--- src/hdl/fpls_pkg.sv ---
package fpls_pkg;

  // --------------------
  // sizing
  // --------------------
  localparam int ADDR_W      = 6;    // word address, 64 words
  localparam int WORD_W      = 128;  // memory word
  localparam int TAG_W       = 4;    // load tag
  localparam int REQ_DEPTH   = 4;    // request fifo depth, also sender credits
  localparam int RSP_CREDITS = 2;    // response credits granted at reset

  // exponent handling
  localparam logic [15:0] EXP_REBIAS = 16'h4000;  // native = extended + rebias
  localparam logic [15:0] EXP_OVFL   = 16'hbffe;  // largest finite native exp on store

  // --------------------
  // number formats
  // --------------------

  // internal 81-bit format
  typedef struct packed {
    logic        sign;
    logic [15:0] exp;
    logic [63:0] mant;   // explicit integer bit
  } native_t;

  // 80-bit extended format as held in memory
  typedef struct packed {
    logic        sign;
    logic [14:0] exp;
    logic [63:0] mant;
  } ext_t;

  // --------------------
  // channel payloads
  // --------------------
  typedef struct packed {
    logic [TAG_W-1:0]  tag;
    logic [ADDR_W-1:0] addr;
  } ld_req_t;

  typedef struct packed {
    logic [ADDR_W-1:0] addr;
    native_t           value;
  } st_req_t;

  typedef struct packed {
    logic [TAG_W-1:0] tag;
    native_t          value;
  } ld_rsp_t;

  // word ram request, shared by both masters
  typedef struct packed {
    logic              we;
    logic [ADDR_W-1:0] addr;
    logic [WORD_W-1:0] wdata;
  } mem_req_t;

endpackage

--- src/hdl/ext_store_path.sv ---
`timescale 1ns/1ps

module ext_store_path (
  input  logic               clk,
  input  logic               rst_n,
  input  logic               req_pending,
  input  fpls_pkg::st_req_t  req_head,
  output logic               pop,
  output fpls_pkg::mem_req_t mem_req,
  output logic               mem_req_valid,
  input  logic               gnt,
  output logic               st_ack        // write done, one cycle after grant
);
  import fpls_pkg::*;

  native_t     nat;
  ext_t        ext_out;
  logic [15:0] exp_sub;    // rebiased exponent
  logic        underflow;  // at or below the bias, flushes to zero
  logic        overflow;   // too large for a finite extended value
  logic        unordered;  // inf / nan class

  assign nat = req_head.value;

  // --------------------
  // classification
  // --------------------
  assign unordered = &nat.exp;
  assign underflow = (nat.exp <= EXP_REBIAS);
  assign overflow  = (nat.exp > EXP_OVFL) && !unordered;
  assign exp_sub   = nat.exp - EXP_REBIAS;   // in range only for finite values

  // native to extended
  always_comb begin
    ext_out = '0;                            // underflow gives all zero
    if (unordered) begin
      ext_out.sign = nat.sign;
      ext_out.exp  = 15'h7fff;
      ext_out.mant = nat.mant;               // payload kept
    end else if (overflow) begin
      ext_out.sign = nat.sign;
      ext_out.exp  = 15'h7fff;               // infinity, mantissa zero
    end else if (!underflow) begin
      ext_out.sign = nat.sign;
      ext_out.exp  = exp_sub[14:0];
      ext_out.mant = nat.mant;
    end
  end

  // --------------------
  // memory write
  // --------------------
  assign mem_req_valid = req_pending;
  assign pop           = gnt;          // write lands in the grant cycle

  always_comb begin
    mem_req       = '0;
    mem_req.we    = 1'b1;
    mem_req.addr  = req_head.addr;
    mem_req.wdata = WORD_W'(ext_out);  // upper 48 bits zero
  end

  always_ff @(posedge clk or negedge rst_n) begin
    if (!rst_n) st_ack <= 1'b0;
    else        st_ack <= gnt;
  end

endmodule

--- config.mk ---
export PLATFORM = sky130hd
export DESIGN_NAME = ext_store_path
export DESIGN_NICKNAME = d
export VERILOG_FILES = /design/src/hdl/fpls_pkg.sv /design/src/hdl/ext_store_path.sv
export SDC_FILE = /design/constraint.sdc
export NUM_CORES = 1
export LEC_CHECK = 0
export ABC_CLOCK_PERIOD_IN_PS = 3000
export BUFFER_PORTS_ARGS = -buffer_cell sky130_fd_sc_hd__buf_2
export CAP_MARGIN = 40
export CORE_AREA = 2 2 88 90
export DETAILED_ROUTE_END_ITERATION = 12
export DIE_AREA = 0 0 90 92
export GPL_ROUTABILITY_DRIVEN = 0
export PLACE_DENSITY = 0.68
export SKIP_LAST_GASP = 1
export SYNTH_ARGS = -nofsm -noshare
export SYNTH_HDL_FRONTEND = slang
export SYNTH_SLANG_ARGS = --single-unit
--- constraint.sdc ---
create_clock -name clk -period 3 [get_ports clk]
set_input_delay 0.3 -clock clk [delete_from_list [all_inputs] [get_ports clk]]
set_output_delay 0.3 -clock clk [all_outputs]
set_load 0.01 [all_outputs]
Word-level counts from Yosys, hierarchy flattened

Index checks and enable logic that the tools add are counted.
W data, S select, Z words.

Register bits after elaboration: 1
Input port bits: 91
Output and inout port bits: 138
Logic and storage cells: 11

$add $sub $neg: 1
Magnitude comparators: 2
Muxes and demuxes: 4
Reduce and logical (&&, ||, !) cells: 3

Operator list:

| operator                 | number |
|---|---|
| $mux W80                 | 2 |
| $mux W64                 | 1 |
| $gt A16 B16 Y1 const B   | 1 |
| $le A16 B15 Y1 const B   | 1 |
| $mux W16                 | 1 |
| $reduce_and A16 Y1       | 1 |
| $sub A15 B15 Y15 const B | 1 |
| $logic_and A1 B1 Y1      | 1 |
| $logic_not A1 Y1         | 1 |

Logic depth before layout (Yosys ltp)

Depth after elaboration: 5
Gate-level depth with buffers: 6
Mapped depth without buffers: 3

Worst setup path before layout

No wires, ideal clock.

Path type: input to output
From: input req_head[79] (netlist name)
To: output mem_req[47] (netlist name)
Arrival time: 1.534 ns
Required time: 2.700 ns
Slack: 1.166 ns
Stages on the path: 6
Buffers on the path: 3
Cells stage by stage: buf_2 > nor4_1 > a41o_1 > buf_4 > buf_2 > o32ai_1

RTL lines:

| element         | line                | RTL |
|---|---|---|
| start, declared | ext_store_path.sv:7 | `input fpls_pkg::st_req_t req_head,` |
| end, declared   | ext_store_path.sv:9 | `output fpls_pkg::mem_req_t mem_req,` |

==> results_dict.tcl <==
set metrics [dict create \
    synth_top_area_cell "o32ai_1" \
    grt_pass1_wl_um 9070 \
    power_density_nw_per_um2 146 \
    peakVddDrop_mv 0.0729 \
    syn-cell-area_um2 2000 \
    clk_pin_slew_ns 0 \
    floorplan.initialDensity 0.269 \
    grt_antenna_before_repair 0 \
    seq_area_frac_synth 0.0125 \
    setup.worst_path.start_class "input pin" \
    worst_path_most_repeated_cell "buf_2" \
    largest_reg_flops 1 \
    netlist_top_cells_count "inv_1 (65), nand2_1 (65), buf_4 (59), o32ai_1 (54), nor2_1 (26)" \
    worst-path-max-fanout 35 \
    ys_warn_count 0 \
    vias_per_cell 4.51 \
    leakagePower_uw 0.00165 \
    area_growth_pct 29.2 \
    cp_num_buf_inv 3 \
    grt_usage 0.120 \
    top_regs "st_ack x1" \
    multi_input_area_um2 1300 \
    totalWireLength_um 5840 \
    period_needed_ns 2.24 \
    slowest_delay_ns 0.70 \
    regMostFlops "st_ack" \
    hold_path_class "in -> async" \
    drive_gt1_frac 0.409 \
    outcome "complete, no violations" \
    tightest_slew_ns 0.583 \
    end_kind "primary output" \
    grt_pass1_vias 2114 \
    netlist_instances 325 \
    synthFlopType "dfrtp_1" \
    vias 2520 \
    slowest_stage "or4_2" \
    overflow 0 \
    drtIter0Drc 101 \
    max_freq_ghz 0.445 \
    slew_headroom 0.610 \
    drv_slew 0 \
    maxCapViolCount 0 \
    dr.pass1.iters 4 \
    crit_family "simple AND/OR/NAND/NOR gates" \
    finalHoldViolations 0 \
    num_rows 32 \
    synth_cell_types 24 \
    finalCritPeriodShare 0.748 \
    port_buffers 165 \
    setup_viol 0 \
    ys_seq_elements 1 \
    synth_top_area_frac 0.236 \
    die_w_um 90 \
    avgSynthCellArea_um2 6.17 \
    tns_ns 0 \
    arrival_ns 1.94 \
    wire_per_inst_um 10.4 \
    fillers 806 \
    seq_area_um2 25.0 \
    die_area_um2 8280 \
    drc 0 \
    nNetsFinal 550 \
    ant_nets 0 \
    cts_hold_buffers 0 \
    yosys-top-cells-area "o32ai_1 (24%), buf_4 (22%), inv_1 (12%)" \
    required_ns 2.70 \
    post_cts_buffers 0 \
    synth_enable_flop_cells 0 \
    cts_resized 0 \
    dieHeight_um 92 \
    worstSetupPathType "in -> out" \
    coreArea_um2 7450 \
    io_pins 229 \
    fin_util 0.348 \
    dp_hpwl_um 4600 \
    crit_chain "buf_2 -> nand4_1 -> or4_2 -> buf_4 -> o32ai_1 -> buf_2" \
    synthArstFlopShare 1.00 \
    rsz0062_at_grt "no" \
    n_antenna_cell 0 \
    grt_max_degree 41 \
]
final timing paths:
check,from,endpoint,cells past startpoint
max,req_head[65],mem_req[15],6
min,rst_n,st_ack$_DFF_PN0_,1
max in group asynchronous,rst_n,st_ack$_DFF_PN0_,1
min in group clk,gnt,st_ack$_DFF_PN0_,1
where the power goes:
| group | total (µW) | switching (µW) | internal (µW) |
|---|---|---|---|
| clock | 0 | 0 | 0 |
| sequential | 14.5 | 0.106 | 14.4 |
| combinational | 365 | 209 | 156 |
| total | 379 | 209 | 170 |
logic make-up after synthesis:
logic type / after synthesis / synth area share
AOI/OAI and AO/OA: 65 / 0.328
adders and majority gates: 2 / 0.00999
buffers and inverters: 152 / 0.428
DFF: 1 / 0.0125
other: 2 / 0.00375
and+or+nand+nor: 103 / 0.218
metal layers:
metal,track usage,up-vias,share of wire
li1,-,1259,-
met4,0.0282,0,0.019
met1,0.135,1104,0.40
met5,0,-,0
met3,0.0181,10,0.089
met2,0.236,147,0.50
area by class of cell:
cell class,count,share of cell area
multi-input combinational,219,0.503
timing repair buffer,172,0.344
inverter,65,0.0942
tap,102,0.0493
sequential,1,0.00966
metrics by stage:
stage	instance area, µm²	setup slack, ns	total power (µW)	hold WS, ns	cells
floorplan	2180	1.17	281	0.00441	372
global placement	2590	0.832	372	0.0739	559
detailed placement	2590	0.777	378	0.0754	559
CTS	2590	0.770	380	0.0757	559
global route	2590	0.688	417	0.0787	559
finish	2590	0.755	379	0.0746	559
placed cells by master, fill, tap and decap left out, types with 2 or more instances in the layout:
master / instances
nand2_1: 64
buf_4: 6
maj3_1: 2
o32ai_1: 54
conb_1: 49
buf_2: 165
nor2_1: 26
nor4_1: 3
o32ai_2: 9
nand4_1: 3
inv_1: 65
Note: power is estimated with default switching activity, not from simulation.
