File: src/hdl/fpls_pkg.sv
package fpls_pkg;

  // --------------------
  // sizing
  // --------------------
  localparam int ADDR_W      = 6;    // word address, 64 words
  localparam int WORD_W      = 128;  // memory word
  localparam int TAG_W       = 4;    // load tag
  localparam int REQ_DEPTH   = 4;    // request fifo depth, also sender credits
  localparam int RSP_CREDITS = 2;    // response credits granted at reset

  // exponent handling
  localparam logic [15:0] EXP_REBIAS = 16'h4000;  // native = extended + rebias
  localparam logic [15:0] EXP_OVFL   = 16'hbffe;  // largest finite native exp on store

  // --------------------
  // number formats
  // --------------------

  // internal 81-bit format
  typedef struct packed {
    logic        sign;
    logic [15:0] exp;
    logic [63:0] mant;   // explicit integer bit
  } native_t;

  // 80-bit extended format as held in memory
  typedef struct packed {
    logic        sign;
    logic [14:0] exp;
    logic [63:0] mant;
  } ext_t;

  // --------------------
  // channel payloads
  // --------------------
  typedef struct packed {
    logic [TAG_W-1:0]  tag;
    logic [ADDR_W-1:0] addr;
  } ld_req_t;

  typedef struct packed {
    logic [ADDR_W-1:0] addr;
    native_t           value;
  } st_req_t;

  typedef struct packed {
    logic [TAG_W-1:0] tag;
    native_t          value;
  } ld_rsp_t;

  // word ram request, shared by both masters
  typedef struct packed {
    logic              we;
    logic [ADDR_W-1:0] addr;
    logic [WORD_W-1:0] wdata;
  } mem_req_t;

endpackage

File: src/hdl/mem_arbiter.sv
`timescale 1ns/1ps

module mem_arbiter (
  input  logic               clk,
  input  logic               rst_n,
  input  fpls_pkg::mem_req_t ld_req,
  input  logic               ld_valid,
  input  fpls_pkg::mem_req_t st_req,
  input  logic               st_valid,
  output logic               ld_gnt,
  output logic               st_gnt,
  output fpls_pkg::mem_req_t ram_req,
  output logic               ram_en
);

  logic last_st;   // store won the last granted cycle

  // --------------------
  // round robin
  // --------------------
  // on contention the master that lost last time wins
  assign ld_gnt = ld_valid && (!st_valid || last_st);
  assign st_gnt = st_valid && (!ld_valid || !last_st);

  assign ram_en  = ld_gnt | st_gnt;
  assign ram_req = st_gnt ? st_req : ld_req;   // winner's request to the ram

  always_ff @(posedge clk or negedge rst_n) begin
    if (!rst_n) begin
      last_st <= 1'b0;           // store has priority on first contention
    end else if (ld_gnt) begin
      last_st <= 1'b0;
    end else if (st_gnt) begin
      last_st <= 1'b1;
    end
  end

  a_one_grant: assert property (@(posedge clk) disable iff (!rst_n)
    !(ld_gnt && st_gnt))
    else $error("mem_arbiter: both masters granted");

  // sustained contention alternates, load cannot starve the store
  a_alternate: assert property (@(posedge clk) disable iff (!rst_n)
    (ld_valid && st_valid && ld_gnt) ##1 (ld_valid && st_valid) |-> st_gnt)
    else $error("mem_arbiter: grant did not alternate");

endmodule

File: config.mk
export PLATFORM = sky130hd
export DESIGN_NAME = mem_arbiter
export DESIGN_NICKNAME = d
export VERILOG_FILES = /design/src/hdl/fpls_pkg.sv /design/src/hdl/mem_arbiter.sv
export SDC_FILE = /design/constraint.sdc
export NUM_CORES = 1
export LEC_CHECK = 0
export ABC_AREA = 1
export BUFFER_PORTS_ARGS = -buffer_cell sky130_fd_sc_hd__clkbuf_2
export CAP_MARGIN = 20
export CORE_AREA = 2 2 160 162
export CTS_CLUSTER_SIZE = 12
export DETAILED_ROUTE_END_ITERATION = 12
export DIE_AREA = 0 0 162 164
export HOLD_SLACK_MARGIN = 0.06
export MAX_ROUTING_LAYER = met4
export PLACE_DENSITY = 0.45
export RECOVER_POWER = 50
export SYNTH_ARGS = -nofsm -noshare
export SYNTH_HDL_FRONTEND = slang
export SYNTH_SLANG_ARGS = --single-unit
File: constraint.sdc
create_clock -name clk -period 1.27 [get_ports clk]
set_input_delay 0 -clock clk [delete_from_list [all_inputs] [get_ports clk]]
set_output_delay 0 -clock clk [all_outputs]
set_load 0.02 [all_outputs]
-- Word level (Yosys, flattened, before mapping)
Cells that the tools add are included.
- mux-type cells: 3
- bitwise logic cells: 1
- reductions and logical operators: 8
- operator list (kind ; count):
    $mux 135 ; 1
    $logic_not 1->1 ; 3
    $logic_and 1x1->1 ; 2
    $logic_or 1x1->1 ; 2
    $mux 1 ; 2
    $reduce_bool 2->1 ; 1
    $or 1x1->1 ; 1
- register bits: 1
- input port bits: 274
- output and inout port bits: 138
- word-level logic and storage cells: 13

-- Depth between registers and ports, before layout
- word-level depth: 5
- mapped depth: 6
- depth with buffers taken out: 4

-- Worst setup path after synthesis
Ideal clock, no wire load.
- path kind: reg-to-output
- from: reg last_st
- to: out ram_req[100] (netlist name)
- data arrival time: 1.021 ns
- data required time: 1.270 ns
- setup slack: 0.249 ns
- cell stages (with the launch flop): 6
- buffers on the path: 2
- cells stage by stage: dfrtp_1 -> nand2_1 -> buf_2 -> buf_2 -> nand3_1 -> nand2_1
- RTL lines (what ; line ; source):
    start: declaration ; mem_arbiter.sv:16 ; logic last_st;
    start signal: assignment ; mem_arbiter.sv:30 ; last_st <= 1'b0;
    start signal: assignment ; mem_arbiter.sv:32 ; last_st <= 1'b0;
    start signal: assignment ; mem_arbiter.sv:34 ; last_st <= 1'b1;
    end: declaration ; mem_arbiter.sv:12 ; output fpls_pkg::mem_req_t ram_req,

==> flow_metrics.py <==
metrics = {
    "run_status": {
        "outcome": "complete, no violations",
    },
    "power_and_ir_drop": {
        "ir_worst_vdd_v": 0.000153,
        "static-leakage-power_nw": 3.13,
        "pwr_density_cell_mw_per_mm2": 520,
    },
    "floorplanning": {
        "start_util_pct": 8.06,
        "core_area_mm2": 0.0248,
        "ios": 412,
        "die_w_um": 162,
        "die_area_mm2": 0.0266,
        "die_y_um": 164,
        "rows": 58,
    },
    "sta": {
        "setup_violations": 0,
        "clock_skew_ns": 0,
        "hold_viol_final": 0,
        "slew_viol_final": 0,
        "slew_headroom_pct": 76.3,
        "layout_setup_ws_ns": 0.0706,
        "max_freq_mhz": 834,
        "min_period_ns": 1.20,
        "rsz0062_at_grt": "false",
        "fin_crit_sh_pct": 94.4,
        "tightest_slew_ns": 0.355,
        "finalSetupTns_ns": 0,
    },
    "critical_path": {
        "critical_path.max_fanout": 17,
        "path_class": "flop to primary output",
        "worstSetupEndpointType": "primary output",
        "critPathRequiredTime_ns": 1.27,
        "cp_slowest_cell": "dfrtp_1",
        "cp_num_buf_inv": 3,
        "crit_arrival_ns": 1.20,
        "max_stage_delay_ns": 0.36,
        "startpoint": "last_st",
        "ff2ff_path_depth": 4,
        "crit_chain": "nand2_4 -> nand2_4 -> buf_12 -> clkbuf_4 -> nand2_1 -> nand2_1 -> clkbuf_2",
        "r2r_slack_ns": 0.25,
        "r2r-start": "last_st",
        "critPathTopFamily": "buffers and inverters",
        "timing.rr.end": "last_st",
        "cp-start-kind": "flop",
    },
    "synthesis": {
        "ys_ff_latch": 1,
        "synth_area_mm2": 0.00200,
        "synthCells": 459,
        "syn_nets": 733,
        "synth.avg_cell_area_um2": 4.36,
        "ys_warn_count": 0,
        "yosysSeqAreaShare_pct": 1.25,
        "yosysUniqueCellTypes": 9,
    },
    "clocking": {
        "clock_latency_ns": 0,
        "path_clk_slew_ns": 0,
    },
    "finish": {
        "fin_nets": 1133,
        "diodes": 0,
        "final_layout_size_suffix_gt1_share_pct": 51.7,
        "reg.largest.list": "last_st: 1 flops",
        "largest_reg_flops": 1,
        "final_area_mm2": 0.00464,
        "top_register": "last_st",
        "stdcell_count": 1187,
        "utilization_pct": 18.7,
        "syn_to_final_growth_pct": 132,
    },
    "grt": {
        "grt_max_degree": 78,
        "grt_pass1_vias": 3836,
        "antenna_found_initial": 0,
        "grt_pass1_wl_um": 18900,
        "grt_util_all_layers_pct": 8.74,
        "gr-total-overflow": 0,
    },
    "route": {
        "wl_per_cell_um": 11.0,
        "drt_wl_total_um": 13100,
        "postRouteAntennaNets": 0,
        "drtIter0Drc": 211,
        "avgViaCountPerCell": 3.69,
        "route.detailed.drc": 0,
        "num_vias": 4381,
        "drt_first_pass_iters": 6,
    },
    "min_path": {
        "hp-class": "input port to primary output",
        "hold_depth": 4,
        "hold_end": "ram_req[24]",
        "hp-start": "ld_req[24]",
    },
    "placement": {
        "gp_congestion": 0.796,
        "port_buffers": 411,
        "pre_cts_slack_ns": 0.0604,
        "placed_cell_area_mm2": 0.00462,
        "dp_hpwl_um": 11300,
        "placed_cells": 1185,
    },
    "flow_run": {
        "maxCapViolations": 0,
    },
}
[cells by family (layout without fill, tap and decap cells)]
group	Yosys count	in the layout	share of synthesized area (%)
buffers and inverters	47	445	12.9
AND/OR/NAND/NOR	410	410	85.6
flip-flops	1	1	1.25
AO/OA/AOI/OAI	1	1	0.250
[metrics by stage]
stage | hold WS [ns] | power, mW
floorplan | -0.296 | 1.30
global placement | -0.204 | 2.44
detailed placement | -0.204 | 2.43
CTS | 0.314 | 2.44
global route | 0.324 | 2.63
finish | 0.310 | 2.41
[cell usage in the layout, fill, tap and decap left out]
master         netlist  layout
nand2_2              0       1
buf_4                3      16
nand3_1            135     135
inv_1                2       2
buf_12               0      13
buf_2               39       1
nand2_4              0       2
clkbuf_1             0       2
o21ai_0              1       1
dfrtp_1              1       1
nand2_1            274     271
clkbuf_2             0     409
nand3b_1             1       1
clkbuf_4             0       1
dlygate4sd3_1        0       1
[worst max path at each step]
stage	end	slack, ns	depth (start not counted)
after detailed placement	ram_req[22]	0.06	7
final	ram_req[13]	0.07	7
after CTS	ram_req[22]	0.06	7
after global routing	ram_req[126]	0.002	6
after floorplan	ram_req[100]	0.25	5
after global placement	ram_req[22]	0.08	7
[area by class of cell]
type | instances | area (µm²)
fillers | 2944 | 20200
inverters | 2 | 7.51
multi-input cells | 411 | 1730
flip-flops and latches | 1 | 25.0
well taps | 330 | 413
repair buffers | 443 | 2460
[report_power, final]
group / internal, mW / switching, mW
sequential: 0.0359 / 0.00347
clock: 0 / 0
combinational: 0.965 / 1.41
total: 1.00 / 1.41
[cell usage after synthesis (all sizes together)]
| cell | count | area share (%) |
|---|---|---|
| inv | 2 | 0.38 |
| o21ai | 1 | 0.25 |
| nand2 | 274 | 51 |
| dfrtp | 1 | 1.3 |
| buf | 45 | 13 |
| nand3 | 135 | 34 |
| nand3b | 1 | 0.38 |
[metal layers]
layer	vias to the layer above	routed length (µm)	track usage, %
li1	2269	-	-
met2	235	6930	17.0
met1	1873	5070	10.3
met3	4	1060	0.758
met4	0	53	0.282
met5	-	0	-
[repair_timing]
item,in CTS,in global routing
resized for setup,0,2
buffers inserted,0,1
hold buffers,1,0
hold endpoints to repair,1,0
endpoints found under the setup margin,0,3
[tightest hold or removal path, cell delays in order]
cell and delay (ns):
clkbuf_2 0.08, nand2_1 0.05, nand2_1 0.04, clkbuf_2 0.14
No activity file was read; power rests on OpenSTA's default activity.
