--- src/hdl/credit_fifo.sv ---
`timescale 1ns/1ps

module credit_fifo #(
  parameter type payload_t = logic,
  parameter int  DEPTH     = 4
) (
  input  logic     clk,
  input  logic     rst_n,
  input  logic     push,       // sender spends one credit
  input  payload_t din,
  input  logic     pop,
  output payload_t head,
  output logic     not_empty,
  output logic     credit      // one credit back per pop
);

  localparam int              PTR_W    = (DEPTH > 1) ? $clog2(DEPTH) : 1;
  localparam logic [PTR_W-1:0] LAST_PTR = PTR_W'(DEPTH - 1);
  localparam logic [PTR_W:0]   FULL_CNT = (PTR_W + 1)'(DEPTH);

  payload_t         buf_q [DEPTH];  // storage, no reset
  logic [PTR_W-1:0] wr_ptr;
  logic [PTR_W-1:0] rd_ptr;
  logic [PTR_W:0]   count;
  logic             do_pop;

  assign do_pop    = pop & not_empty;     // ignore pop on empty
  assign not_empty = (count != '0);
  assign head      = buf_q[rd_ptr];       // head visible the cycle after push

  // --------------------
  // storage
  // --------------------
  always_ff @(posedge clk) begin
    if (push) buf_q[wr_ptr] <= din;
  end

  // pointers and occupancy
  always_ff @(posedge clk or negedge rst_n) begin
    if (!rst_n) begin
      wr_ptr <= '0;
      rd_ptr <= '0;
      count  <= '0;
    end else begin
      if (push) wr_ptr <= (wr_ptr == LAST_PTR) ? '0 : wr_ptr + 1'b1;
      if (do_pop) rd_ptr <= (rd_ptr == LAST_PTR) ? '0 : rd_ptr + 1'b1;
      count <= count + (PTR_W + 1)'(push) - (PTR_W + 1)'(do_pop);
    end
  end

  // credit return, registered one cycle behind the pop
  always_ff @(posedge clk or negedge rst_n) begin
    if (!rst_n) credit <= 1'b0;
    else        credit <= do_pop;
  end

  // a push into a full buffer means the sender overspent its credits
  a_no_push_full: assert property (@(posedge clk) disable iff (!rst_n)
    push |-> (count < FULL_CNT))
    else $error("credit_fifo: push while full");

endmodule

--- config.mk ---
export PLATFORM = sky130hd
export DESIGN_NAME = credit_fifo
export DESIGN_NICKNAME = d
export VERILOG_FILES = /design/src/hdl/credit_fifo.sv
export SDC_FILE = /design/constraint.sdc
export NUM_CORES = 1
export LEC_CHECK = 0
export ABC_AREA = 1
export ABC_CLOCK_PERIOD_IN_PS = 1730
export BUFFER_PORTS_ARGS = -buffer_cell sky130_fd_sc_hd__buf_4
export CELL_PAD_IN_SITES_DETAIL_PLACEMENT = 2
export CELL_PAD_IN_SITES_GLOBAL_PLACEMENT = 2
export CORE_AREA = 2 2 49 51
export DETAILED_ROUTE_END_ITERATION = 10
export DIE_AREA = 0 0 51 53
export GPL_ROUTABILITY_DRIVEN = 0
export PLACE_DENSITY = 0.68
export SLEW_MARGIN = 5
export SYNTH_ARGS = -nofsm -noshare
export SYNTH_HDL_FRONTEND = slang
export SYNTH_SLANG_ARGS = --single-unit
--- constraint.sdc ---
create_clock -name clk -period 1.73 [get_ports clk]
set_clock_uncertainty 0.1 [all_clocks]
set_input_delay 0.173 -clock clk [delete_from_list [all_inputs] [get_ports clk]]
set_output_delay 0.173 -clock clk [all_outputs]
set_load 0.03 [all_outputs]
**Yosys cells after proc, flatten, opt, wreduce, memory -nomap -nowiden**

Memory sizes are Yosys's and may differ from the RTL's.
Index checks and enable logic that the tools add are counted.

- Multiply operators: 0
- Magnitude comparators: 0
- Div/mod/pow operators: 0
- Add/sub/neg operators: 4
- Bitwise logic cells: 1
- Shift operators: 0
- Reduce and logical (&&, ||, !) cells: 1
- Mux-type cells: 4
- Eq/ne operators: 2

Operators with widths:

| cell | number |
|---|---|
| $add A2 B1 Y2 const B | 2 |
| $eq A2 B2 Y1 const B | 2 |
| $mux W2 | 2 |
| $add A3 B1 Y3 | 1 |
| $reduce_bool A3 Y1 | 1 |
| $sub A3 B1 Y3 | 1 |
| $mux W1 | 2 |
| $and A1 B1 Y1 | 1 |

- Register bits after elaboration: 8
- Memory bits (writable): 4
- Memory bits (read-only): 0
- Latch bits: 0
- Word-level logic and storage cells: 17
- Memories kept: 1
- Output and inout bits: 3
- Input port bits: 5

Memories:

| memory | words | width | rd ports | clocked after memory_dff | write ports | line | RTL |
|---|---|---|---|---|---|---|---|
| buf_q | 4 | 1 | 1 | 0 | 1 | 21 | `payload_t buf_q [DEPTH];` |

**Longest topological paths before layout**

- Depth after elaboration: 3
- Gate-level depth with buffers: 12
- Mapped depth without buffers: 12

**Worst setup path before layout**

No wires, ideal clock.

- Path kind: reg-to-reg
- From: register count[1]
- To: register count[1]
- Data arrival time: 1.798 ns
- Library setup time: 0.114 ns
- Required time: 1.516 ns
- Path slack: -0.282 ns
- Clock period less this slack: 2.012 ns
- Path buffers: 0
- Cell stages (with the launch flop): 11
- Path through: dfrtp_1 -> nor2_2 -> nand2_2 -> nand2_2 -> inv_1 -> ha_1 -> inv_1 -> ha_1 -> inv_1 -> fa_1 -> inv_1

- Longest elaborated chain between the ends: 3
- Elaborated cells between the ends (all ways): 4
- Those cells by class: add/sub: 2; bitwise: 1; reduce/logical: 1

Ends and longest elaborated chain:

| element | line | RTL |
|---|---|---|
| start: declaration | 24 | `logic [PTR_W:0] count;` |
| start signal: assignment | 47 | `count <= count + (PTR_W + 1)'(push) - (PTR_W + 1)'(do_pop);` |
| $reduce_bool A3 Y1 | 28 | `assign not_empty = (count != '0);` |
| via not_empty | 13 | `output logic not_empty,` |
| $and A1 B1 Y1 | 27 | `assign do_pop = pop & not_empty;` |
| via do_pop | 25 | `logic do_pop;` |
| $sub A3 B1 Y3 | 47 |  |

The timed path passes the listed nets, and every way through them passes these cells.
A chain may end at the register's enable or synchronous reset.

**Final worst setup path**

- From: register count[1]
- To: register count[1]

- Longest elaborated chain between the ends: 3
- Elaborated cells between the ends (all ways): 4
- Those cells by class: add/sub: 2; bitwise: 1; reduce/logical: 1

Ends and longest elaborated chain:

| element | line |
|---|---|
| $reduce_bool A3 Y1 | 28 |
| $and A1 B1 Y1 | 27 |
| via do_pop | 25 |
| $sub A3 B1 Y3 | 47 |

The timed path passes the listed nets, and every way through them passes these cells.

==> metrics <==
Tcrit/Tclk final=108%; synth warn=0; count of different cell masters after synthesis=16; cells after synthesis=63; Final Max Slew Viols=0; area share of the largest cell type after synthesis=32.3%; Initial Util=28.9%; Final Hold Fails=0; insertion delay to the later sink of the worst-skew pair=0.27 ns; PwrDens=1720 nW/um^2; cell taking the most area after synthesis=dfrtp_1; Clock transition at path regs=0.07 ns; setup violators final=2; placed standard-cell area=790 sq um; CTS Buf Count=3; Min-Delay Path Class=in -> reg; largest net degree at the start of global routing=10; Slew HR=87.3%; row cnt=17; Worst-Margin Slew=0.190 ns; # port buffers=7; io pins=8; # DRC=0; n_diodes=0; vias in the first global route=528; layout net count=99; Max Clk Rate=535 MHz; outcome=complete, but fails checks; Min-Delay Endpoint=wr_ptr[0]; worst r2r src=count[1]; top cells by area, synth=dfrtp_1 (32%), edfxtp_1 (19%), ha_1 (14%); CTS tree=built; layout filler cell count=237; Non-Filler Instances=113; RSZ-0062 raised after global routing=true; first-pass GRT wire length=2160 um; worst vdd ir=703 uV; Tmin final=1.87 ns; WP data required=1.80 ns; GRT Util Overall=11.3%; Worst EP arrival=1.94 ns; failing checks=negative setup slack; Final WS setup=-0.141 ns; share of cells above drive strength 1=35.3%; flops & latches, synth=12; H-tree depth=1; initial antenna violation count=0; crit-path max FO=2; Avg WL per Cell=10.7 um; Hold Path Origin=push; CP Cell Sequence=nor2_4, nand2_4, nand2_4, inv_4, ha_4, inv_4, ha_4, inv_2, fa_2, inv_1; CP Class=reg -> reg; design area=885 sq um; starting DRC count in detailed routing=5; LEAKAGE=0.459 nW; R2R Setup Slk=-0.14 ns; CTS root buffer=clkbuf_4; crit-path max cell delay=0.50 ns; WHS Path Cells=2; number of antenna-violating nets in the routed design=0; Max-Cap Viols=0; Die Wd=51 um; Detailed Place HPWL=1030 um; Mapped Avg Cell Area=9.85 sq um; Area Overhead vs Synth=42.5%; drt pass-1 iters=3; CP max-delay cell=fa_2; DP Cell Count=103; Die ar.=2700 sq um; synthesized net count=76; Post-Syn Area=621 sq um; core area=2150 sq um; Clock Tree Buf Depth=2; Vias=482; Worst Reg-to-Reg Cells=10; register area share after synthesis=51.6%; Die Height=53 um; via/cell ratio=4.27; Reg2Reg Capture Point=count[1]; total grt overflow=0; CTS Sinks=12; CP Capture Type=flop; Routed Wire Length=1210 um; startpoint class of the critical path=flop
==> cell families (layout without fill, tap and decap cells) <==
family | after synthesis | in the layout | synth area share (%)
AND/OR/NAND/NOR | 22 | 22 | 15.3
buffers and inverters | 14 | 36 | 8.47
flip-flops | 12 | 12 | 51.6
adder cells (fa/ha/maj) | 8 | 8 | 17.3
AO/OA/AOI/OAI | 5 | 5 | 4.44
XOR/XNOR | 2 | 2 | 2.82
==> metal layers <==
| metal | wire (um) | up-vias | GRT usage (%) | share of wire [%] |
|---|---|---|---|---|
| met5 | 0 | - | 0 | 0 |
| met2 | 663 | 8 | 20.8 | 55 |
| met3 | 43 | 4 | 2.82 | 3.5 |
| met4 | 27 | 0 | 8.11 | 2.2 |
| li1 | - | 236 | - | - |
| met1 | 477 | 234 | 10.9 | 39 |
==> power breakdown <==
group          switching [mW]  internal [mW]  leakage [nW]
Sequential             0.0925          0.408         0.131
Clock                  0.0918          0.128        0.0210
Combinational           0.413          0.389         0.307
==> worst max-delay path: cells and delay by family, from the launching register on <==
family,cells,cell delay [ns]
fa+ha+maj,3,0.82
flops,1,0.43
simple gates,3,0.26
buf+inv,4,0.16
==> cells in the mapped netlist, drive strengths merged <==
master / count
xor2: 1
edfxtp: 4
nand3: 2
o211ai: 1
a21oi: 2
inv: 14
fa: 1
xnor2: 1
nor2: 2
dfrtp: 8
nand2: 17
ha: 7
or2: 1
o21ai: 2
==> layout by cell type (no fill, tap or decap) <==
| master | count |
|---|---|
| o211ai_1 | 1 |
| edfxtp_1 | 4 |
| clkbuf_8 | 1 |
| nand3_1 | 2 |
| o21ai_0 | 2 |
| inv_1 | 11 |
| dfrtp_1 | 7 |
| nand2_1 | 15 |
| nor2_4 | 1 |
| clkbuf_4 | 3 |
| inv_2 | 1 |
| buf_6 | 1 |
| nand2_4 | 2 |
| or2_1 | 1 |
| fa_2 | 1 |
| dfrtp_2 | 1 |
| ha_1 | 5 |
| nor2_1 | 1 |
| ha_4 | 2 |
| xor2_1 | 1 |
| xnor2_1 | 1 |
| buf_4 | 15 |
| inv_4 | 2 |
| a21oi_1 | 2 |
| dlygate4sd3_1 | 2 |
==> what timing repair did <==
| action | CTS | global route |
|---|---|---|
| buffers inserted | 2 | 2 |
| endpoints found under the hold margin | 12 | 0 |
| resized for setup | 1 | 2 |
| hold buffers | 2 | 0 |
| pin swaps | 0 | 3 |
| setup endpoints to repair | 2 | 2 |
| cloned | 0 | 0 |
==> stage by stage <==
stage          total power [mW]  worst slack, ns  hold slack, ns  utilization, %  setup TNS [ns]
2_1_floorplan             0.978           -0.182          -0.223               -          -0.252
3_3_place_gp               1.20          -0.0896          -0.102            36.8         -0.0896
3_5_place_dp               1.25           -0.140          -0.102            36.8          -0.192
4_1_cts                    1.51           -0.145          0.0491            40.2          -0.205
5_1_grt                    1.69           -0.214          0.0663            41.2          -0.362
6_report                   1.52           -0.141          0.0568            41.2          -0.194
==> flip-flops by register name (all words and copies together), names as in the netlist <==
name    cells
rd_ptr      2
count       3
credit      1
wr_ptr      2
buf_q       4
==> cell type report <==
cell class / instances / area [sq um] / area share, %
timing repair buffer: 18 / 144 / 16.3
inverter: 14 / 57.6 / 6.51
sequential: 12 / 322 / 36.4
tap: 28 / 35.0 / 3.96
multi-input combinational: 37 / 290 / 32.8
clock buffer: 4 / 36.3 / 4.10
==> worst max-delay path by stage <==
stage                     slack (ns)        to      from  depth (start not counted)
after global routing           -0.21  count[1]  count[1]                         10
after global placement         -0.09  count[1]  count[2]                         10
after CTS                      -0.15  count[1]  count[2]                         10
after floorplan                -0.18  count[1]  count[2]                         10
final                          -0.14  count[1]  count[1]                         10
after detailed placement       -0.14  count[1]  count[2]                         10
Note: power is estimated with default switching activity, not from simulation.
