--- src/hdl/fpls_pkg.sv ---
package fpls_pkg;

  // --------------------
  // sizing
  // --------------------
  localparam int ADDR_W      = 6;    // word address, 64 words
  localparam int WORD_W      = 128;  // memory word
  localparam int TAG_W       = 4;    // load tag
  localparam int REQ_DEPTH   = 4;    // request fifo depth, also sender credits
  localparam int RSP_CREDITS = 2;    // response credits granted at reset

  // exponent handling
  localparam logic [15:0] EXP_REBIAS = 16'h4000;  // native = extended + rebias
  localparam logic [15:0] EXP_OVFL   = 16'hbffe;  // largest finite native exp on store

  // --------------------
  // number formats
  // --------------------

  // internal 81-bit format
  typedef struct packed {
    logic        sign;
    logic [15:0] exp;
    logic [63:0] mant;   // explicit integer bit
  } native_t;

  // 80-bit extended format as held in memory
  typedef struct packed {
    logic        sign;
    logic [14:0] exp;
    logic [63:0] mant;
  } ext_t;

  // --------------------
  // channel payloads
  // --------------------
  typedef struct packed {
    logic [TAG_W-1:0]  tag;
    logic [ADDR_W-1:0] addr;
  } ld_req_t;

  typedef struct packed {
    logic [ADDR_W-1:0] addr;
    native_t           value;
  } st_req_t;

  typedef struct packed {
    logic [TAG_W-1:0] tag;
    native_t          value;
  } ld_rsp_t;

  // word ram request, shared by both masters
  typedef struct packed {
    logic              we;
    logic [ADDR_W-1:0] addr;
    logic [WORD_W-1:0] wdata;
  } mem_req_t;

endpackage

--- src/hdl/ext_load_path.sv ---
`timescale 1ns/1ps

module ext_load_path (
  input  logic                        clk,
  input  logic                        rst_n,
  input  logic                        req_pending,   // fifo not empty
  input  fpls_pkg::ld_req_t           req_head,
  output logic                        pop,
  output fpls_pkg::mem_req_t          mem_req,
  output logic                        mem_req_valid,
  input  logic                        gnt,
  input  logic [fpls_pkg::WORD_W-1:0] rdata,
  input  logic                        rsp_credit,    // consumer returns one credit
  output logic                        ld_rsp_valid,
  output fpls_pkg::ld_rsp_t           ld_rsp
);
  import fpls_pkg::*;

  localparam int CNT_W = $clog2(RSP_CREDITS + 1);

  logic [CNT_W-1:0] rsp_cr;     // response credits held
  logic [CNT_W-1:0] inflight;   // reads granted, response not yet presented
  logic             s1_valid;   // read data on rdata this cycle
  logic [TAG_W-1:0] s1_tag;
  ext_t             ext_in;
  native_t          nat_cvt;

  // --------------------
  // request side
  // --------------------
  assign mem_req_valid = req_pending && (inflight < rsp_cr);  // never outrun credits
  assign pop           = gnt;                                  // fifo pops on grant

  always_comb begin
    mem_req       = '0;
    mem_req.we    = 1'b0;           // read
    mem_req.addr  = req_head.addr;
  end

  // credit and outstanding counters
  always_ff @(posedge clk or negedge rst_n) begin
    if (!rst_n) begin
      rsp_cr   <= CNT_W'(RSP_CREDITS);
      inflight <= '0;
    end else begin
      rsp_cr   <= rsp_cr + CNT_W'(rsp_credit) - CNT_W'(ld_rsp_valid);
      inflight <= inflight + CNT_W'(gnt) - CNT_W'(ld_rsp_valid);
    end
  end

  // --------------------
  // extended to native
  // --------------------
  assign ext_in = rdata[79:0];   // upper word bits carry nothing

  always_comb begin
    nat_cvt = '0;                               // zero and denormals flush, sign dropped
    if (ext_in.exp == 15'h7fff) begin           // inf / nan keep sign and mantissa
      nat_cvt.sign = ext_in.sign;
      nat_cvt.exp  = 16'hffff;
      nat_cvt.mant = ext_in.mant;
    end else if (ext_in.exp != '0) begin
      nat_cvt.sign = ext_in.sign;
      nat_cvt.exp  = {1'b0, ext_in.exp} + EXP_REBIAS;  // rebias
      nat_cvt.mant = ext_in.mant;
    end
  end

  // --------------------
  // tag pipeline
  // --------------------
  always_ff @(posedge clk or negedge rst_n) begin
    if (!rst_n) begin
      s1_valid     <= 1'b0;
      ld_rsp_valid <= 1'b0;
    end else begin
      s1_valid     <= gnt;        // ram read issued this cycle
      ld_rsp_valid <= s1_valid;   // response two cycles after grant
    end
  end

  always_ff @(posedge clk) begin
    if (gnt) s1_tag <= req_head.tag;
    if (s1_valid) begin
      ld_rsp.tag   <= s1_tag;
      ld_rsp.value <= nat_cvt;
    end
  end

  // response presented only against a held credit
  a_rsp_has_credit: assert property (@(posedge clk) disable iff (!rst_n)
    ld_rsp_valid |-> (rsp_cr != '0))
    else $error("ext_load_path: response without credit");

endmodule

--- config.mk ---
export PLATFORM = sky130hd
export DESIGN_NAME = ext_load_path
export DESIGN_NICKNAME = d
export VERILOG_FILES = /design/src/hdl/fpls_pkg.sv /design/src/hdl/ext_load_path.sv
export SDC_FILE = /design/constraint.sdc
export NUM_CORES = 1
export LEC_CHECK = 0
export BUFFER_PORTS_ARGS = -buffer_cell sky130_fd_sc_hd__buf_4
export CORE_MARGIN = 5
export CORE_UTILIZATION = 24
export CTS_BUF_LIST = sky130_fd_sc_hd__clkbuf_4 sky130_fd_sc_hd__clkbuf_8
export CTS_CLUSTER_DIAMETER = 200
export DETAILED_ROUTE_END_ITERATION = 12
export PLACE_DENSITY = 0.54
export REMOVE_ABC_BUFFERS = 1
export SLEW_MARGIN = 25
export SYNTH_ARGS = -nofsm -noshare
export SYNTH_HDL_FRONTEND = slang
export SYNTH_SLANG_ARGS = --single-unit
--- constraint.sdc ---
create_clock -name clk -period 5.85 [get_ports clk]
set_clock_uncertainty 0.15 [all_clocks]
set_input_delay 1.17 -clock clk [delete_from_list [all_inputs] [get_ports clk]]
set_output_delay 1.17 -clock clk [all_outputs]
set_load 0.03 [all_outputs]
# Yosys cells after proc, flatten, opt, wreduce, memory -nomap -nowiden
# Index checks and enable logic that the tools add are counted.
# op_classes
add_sub_neg	5
n_lt_le_gt_ge	1
eq_ne	1
muxes	2
reduce_logical	2
# ops
op	n
$mux 81	2
$add 15x15->16 const B	1
$eq 15x15->1 const B	1
$reduce_bool 15->1	1
$add 2x1->2	2
$sub 2x1->2	2
$lt 2x2->1	1
$logic_and 1x1->1	1
# totals
regBits	95
output_inout_bits	223
word_cells	20

# Longest topological paths before layout
# depth
word_depth	3
depth_mapped	6
mapped_depth_nobuf	6

# Worst setup path before layout
# OpenSTA, ideal clock, no wires.
# synth_path
path_type	input to output
from	input req_pending
to	output mem_req_valid
arrival_time_ns	1.486
t_required_ns	4.530
setup_slack_ns	3.044
path_stages	1
n_path_buf	0
path_cell_list	and3b_1
# synth_via
elab_chain_len	1
# synth_rtl
element	line_no	text
from (decl)	ext_load_path.sv:6	input logic req_pending,
$logic_and 1x1->1	ext_load_path.sv:31	assign mem_req_valid = req_pending && (inflight < rsp_cr);
to (decl)	ext_load_path.sv:10	output logic mem_req_valid,
# No other way between the ends.

==> insert_results.sql <==
INSERT INTO impl_metrics (metric_group, metric, value, unit) VALUES
('detailed_routing', 'detailroute.via_count', '2623', ''),
('hold_path', 'depth_of_the_worst_hold_timing_path', '0', ''),
('detailed_routing', 'route.final.wire_length', '10900', 'um'),
('cts', 'clock-sinks', '95', ''),
('placed_design', 'hpwlAfterDp', '8370', 'um'),
('worst_setup_path', 'cp_data_arrival_time', '3080', 'ps'),
('worst_setup_path', 'timing.rr.end', 'ld_rsp[47]$_DFFE_PP_', ''),
('cts', 'cts_repair_resizes', '0', ''),
('synthesis', 'ys_warn_count', '0', ''),
('cts', 'cts_root_buffer', 'clkbuf_8', ''),
('cts', 'cts_inserted_buffers', '9', ''),
('final_layout', 'syn_to_final_growth', '26.8', '%'),
('power_and_ir_drop', 'totalPowerFinal', '1750', 'uW'),
('global_routing', 'grt_usage', '0.0907', ''),
('detailed_routing', 'number_of_detailed_routing_iterations_run_before_antenna_repair', '4', ''),
('synthesis', 'synth_area', '4670', 'sq um'),
('synthesis', 'synth_cells', '346', ''),
('sta', 'setup_viol', '0', ''),
('worst_setup_path', 'kind_of_end_point_of_the_critical_path', 'register', ''),
('synthesis', 'synth_area_leaders', 'edfxtp_1 57%, buf_4 22%, and2_4 7.3%, and2_1 3.6%, dfrtp_1 2.7%', ''),
('sta', 'slew_headroom', '0.519', ''),
('sta', 'measured_slew_at_the_worst_slew_check_pin', '719', 'ps'),
('cts', 'clock_latency', '360', 'ps'),
('sta', 'hold_violations', '0', ''),
('cts', 'cts.clk_slew.worst_paths', '90', 'ps'),
('worst_setup_path', 'reg2reg_slack', '3900', 'ps'),
('status', 'run_status', 'complete, no violations', ''),
('worst_setup_path', 'cp_max_fo', '49', ''),
('die', 'fp.dieH', '150', 'um'),
('hold_path', 'min-delay-start', 's1_tag[3]$_DFFE_PP_', ''),
('synthesis', 'syn-mean-instance-area', '13.5', 'sq um'),
('final_layout', 'antenna-diode-count', '0', ''),
('cts', 'max-clock-path-buffers', '2', ''),
('power_and_ir_drop', 'leakagePower', '0.00267', 'uW'),
('detailed_routing', 'drc', '0', ''),
('die', 'start_util', '0.242', ''),
('detailed_routing', 'antenna_violating_nets_post_route', '0', ''),
('hold_path', 'worstHoldPathType', 'register to register', ''),
('job', 'drv.max_cap_violation_count', '0', ''),
('synthesis', 'yosys.area.top_type_share', '0.572', ''),
('sta', 'final.period_utilization', '0.530', ''),
('final_layout', 'layout-drive-gt1-share', '0.461', ''),
('cts', 'postCtsSetupBuffers', '0', ''),
('sta', 'maxClockFrequency', '322', 'MHz'),
('global_routing', 'global_route.overflow_total', '0', ''),
('global_routing', 'grt_start_max_net_pins', '52', ''),
('synthesis', 'synth.lib_cells_used.distinct', '19', ''),
('final_layout', 'finalNetCount', '653', ''),
('power_and_ir_drop', 'vdd_drop_max', '0.104', 'mV'),
('worst_setup_path', 'timing.setup.critical_path_class', 'primary input to register', ''),
('sta', 'final-max-slew-violation-count', '0', ''),
('worst_setup_path', 'crit_path_start_kind', 'primary input', ''),
('sta', 'grt_setup_unrepaired', 'no', ''),
('die', 'dieArea', '22400', 'sq um'),
('sta', 'min_period', '3100', 'ps'),
('die', 'row_count', '51', ''),
('global_routing', 'global_route_wire_length_before_repair', '15200', 'um'),
('worst_setup_path', 'cp_data_required_time', '5830', 'ps'),
('final_layout', 'final-seq-area', '2830', 'sq um'),
('synthesis', 'seq_area_frac_synth', '0.605', ''),
('worst_setup_path', 'regToRegStartpoint', 's1_valid$_DFF_PN0_', ''),
('die', 'core_area', '19300', 'sq um'),
('synthesis', 'yosysTopAreaCell', 'edfxtp_1', ''),
('hold_path', 'min_delay_worst_endpoint', 'ld_rsp[84]$_DFFE_PP_', ''),
('global_routing', 'grt_pass1_vias', '2789', ''),
('global_routing', 'antenna_violations_before_repair', '0', ''),
('cts', 'tritoncts', 'built', ''),
('detailed_routing', 'vias_per_cell', '3.38', ''),
('final_layout', 'multiInputGateArea', '1170', 'sq um'),
('die', 'floorplan.die.width', '150', 'um'),
('sta', 'finalSetupTns', '0', 'ps'),
('die', 'floorplan.io_pins', '366', ''),
('synthesis', 'synth.ff_latch_count', '95', ''),
('detailed_routing', 'drt_first_iter_violations', '91', ''),
('placed_design', 'buffer_ports.inserted', '176', ''),
('worst_setup_path', 'r2r_cells', '1', ''),
('power_and_ir_drop', 'power.density_cell_area', '295', 'nW/um^2'),
('cts', 'hold_buffers', '0', ''),
('final_layout', 'n_fill_cell', '1977', ''),
('cts', 'h-tree-depth', '3', ''),
('detailed_routing', 'wl_per_cell', '14.0', 'um'),
('placed_design', 'gp_routability_congestion', '0.743', '');
==> where the power goes <==
group | internal, uW | leakage (uW) | switching (uW)
clock network | 286 | 0.000124 | 243
logic | 135 | 0.00161 | 255
registers | 803 | 0.000939 | 23.5
total | 1220 | 0.00267 | 521
==> registers in the layout, summed over array words and instances, names as in the netlist <==
| signal | cells |
|---|---|
| inflight | 2 |
| rsp_cr | 2 |
| s1_valid | 1 |
| ld_rsp_valid | 1 |
| ld_rsp | 85 |
| s1_tag | 4 |
==> metal layers <==
metal / vias up / part of all wire / track usage / wire [um]
li1: 1184 / - / - / -
met1: 1225 / 0.37 / 0.102 / 4040
met2: 207 / 0.47 / 0.147 / 5080
met3: 7 / 0.15 / 0.0457 / 1630
met4: 0 / 0.012 / 0.0343 / 133
met5: - / 0 / 0 / 0
==> critical path: stages <==
cell	delay, ps
buf_4	120
nor4_1	330
nand4_1	630
buf_4	530
and2_1	250
==> worst max-delay path by stage <==
stage / from / to / slack (ps)
2_1_floorplan: rdata[71] / ld_rsp[25]$_DFFE_PP_ / 2210
3_3_place_gp: rdata[68] / ld_rsp[10]$_DFFE_PP_ / 2410
6_report: rdata[68] / ld_rsp[19]$_DFFE_PP_ / 2750
4_1_cts: rdata[68] / ld_rsp[10]$_DFFE_PP_ / 2720
5_1_grt: rdata[68] / ld_rsp[10]$_DFFE_PP_ / 2520
3_5_place_dp: rdata[68] / ld_rsp[10]$_DFFE_PP_ / 2290
==> per-stage QoR <==
stage	std cells	hold slack [ps]	instance area [sq um]	utilization	setup slack, ps
5_1_grt	775	290	5920	0.306	2520
4_1_cts	775	280	5920	0.306	2720
3_3_place_gp	759	250	5680	0.294	2410
3_5_place_dp	759	258	5680	0.294	2290
6_report	775	274	5920	0.306	2750
2_1_floorplan	316	250	4010	-	2210
==> logic make-up (layout without fill, tap and decap cells) <==
family                     count (synthesis)  count (layout)  synth area share
DFF                                       95              95             0.605
adders and majority gates                  5               5            0.0134
AOI/OAI and AO/OA                          2               2           0.00295
buffers and inverters                    163             199             0.248
other                                      1             129          0.000803
xor gates and xnor gates                   4               4           0.00750
and+or+nand+nor                           76              76             0.122
==> synth_stat cells <==
cell      instances
and2_1           27
and2_4           39
and3b_1           1
buf_4           136
buf_6             5
clkbuf_1         17
conb_1            1
dfrtp_1           5
dfstp_2           1
edfxtp_1         89
ha_1              5
inv_1             5
nand2_1           1
nand4_1           4
nor3_1            1
nor4_1            3
o21ai_0           1
o41ai_1           1
xnor2_1           4
==> cell type report <==
cell class	count	area share
clock inverters	7	0.0199
flip-flops and latches	95	0.477
well taps	265	0.0560
inverters	5	0.00317
repair buffers	178	0.226
multi-input cells	216	0.197
clock buffers	9	0.0209
==> placed cells by master, fill, tap and decap left out, drive strengths merged <==
cell / instances
bufinv: 3
and2: 66
conb: 129
nor3: 1
clkbuf: 9
buf: 178
o21ai: 1
nand4: 4
dfrtp: 5
dfstp: 1
nand2: 1
ha: 5
xnor2: 4
o41ai: 1
clkinv: 2
inv: 7
nor4: 3
edfxtp: 89
and3b: 1
Note: power is estimated with default switching activity, not from simulation.
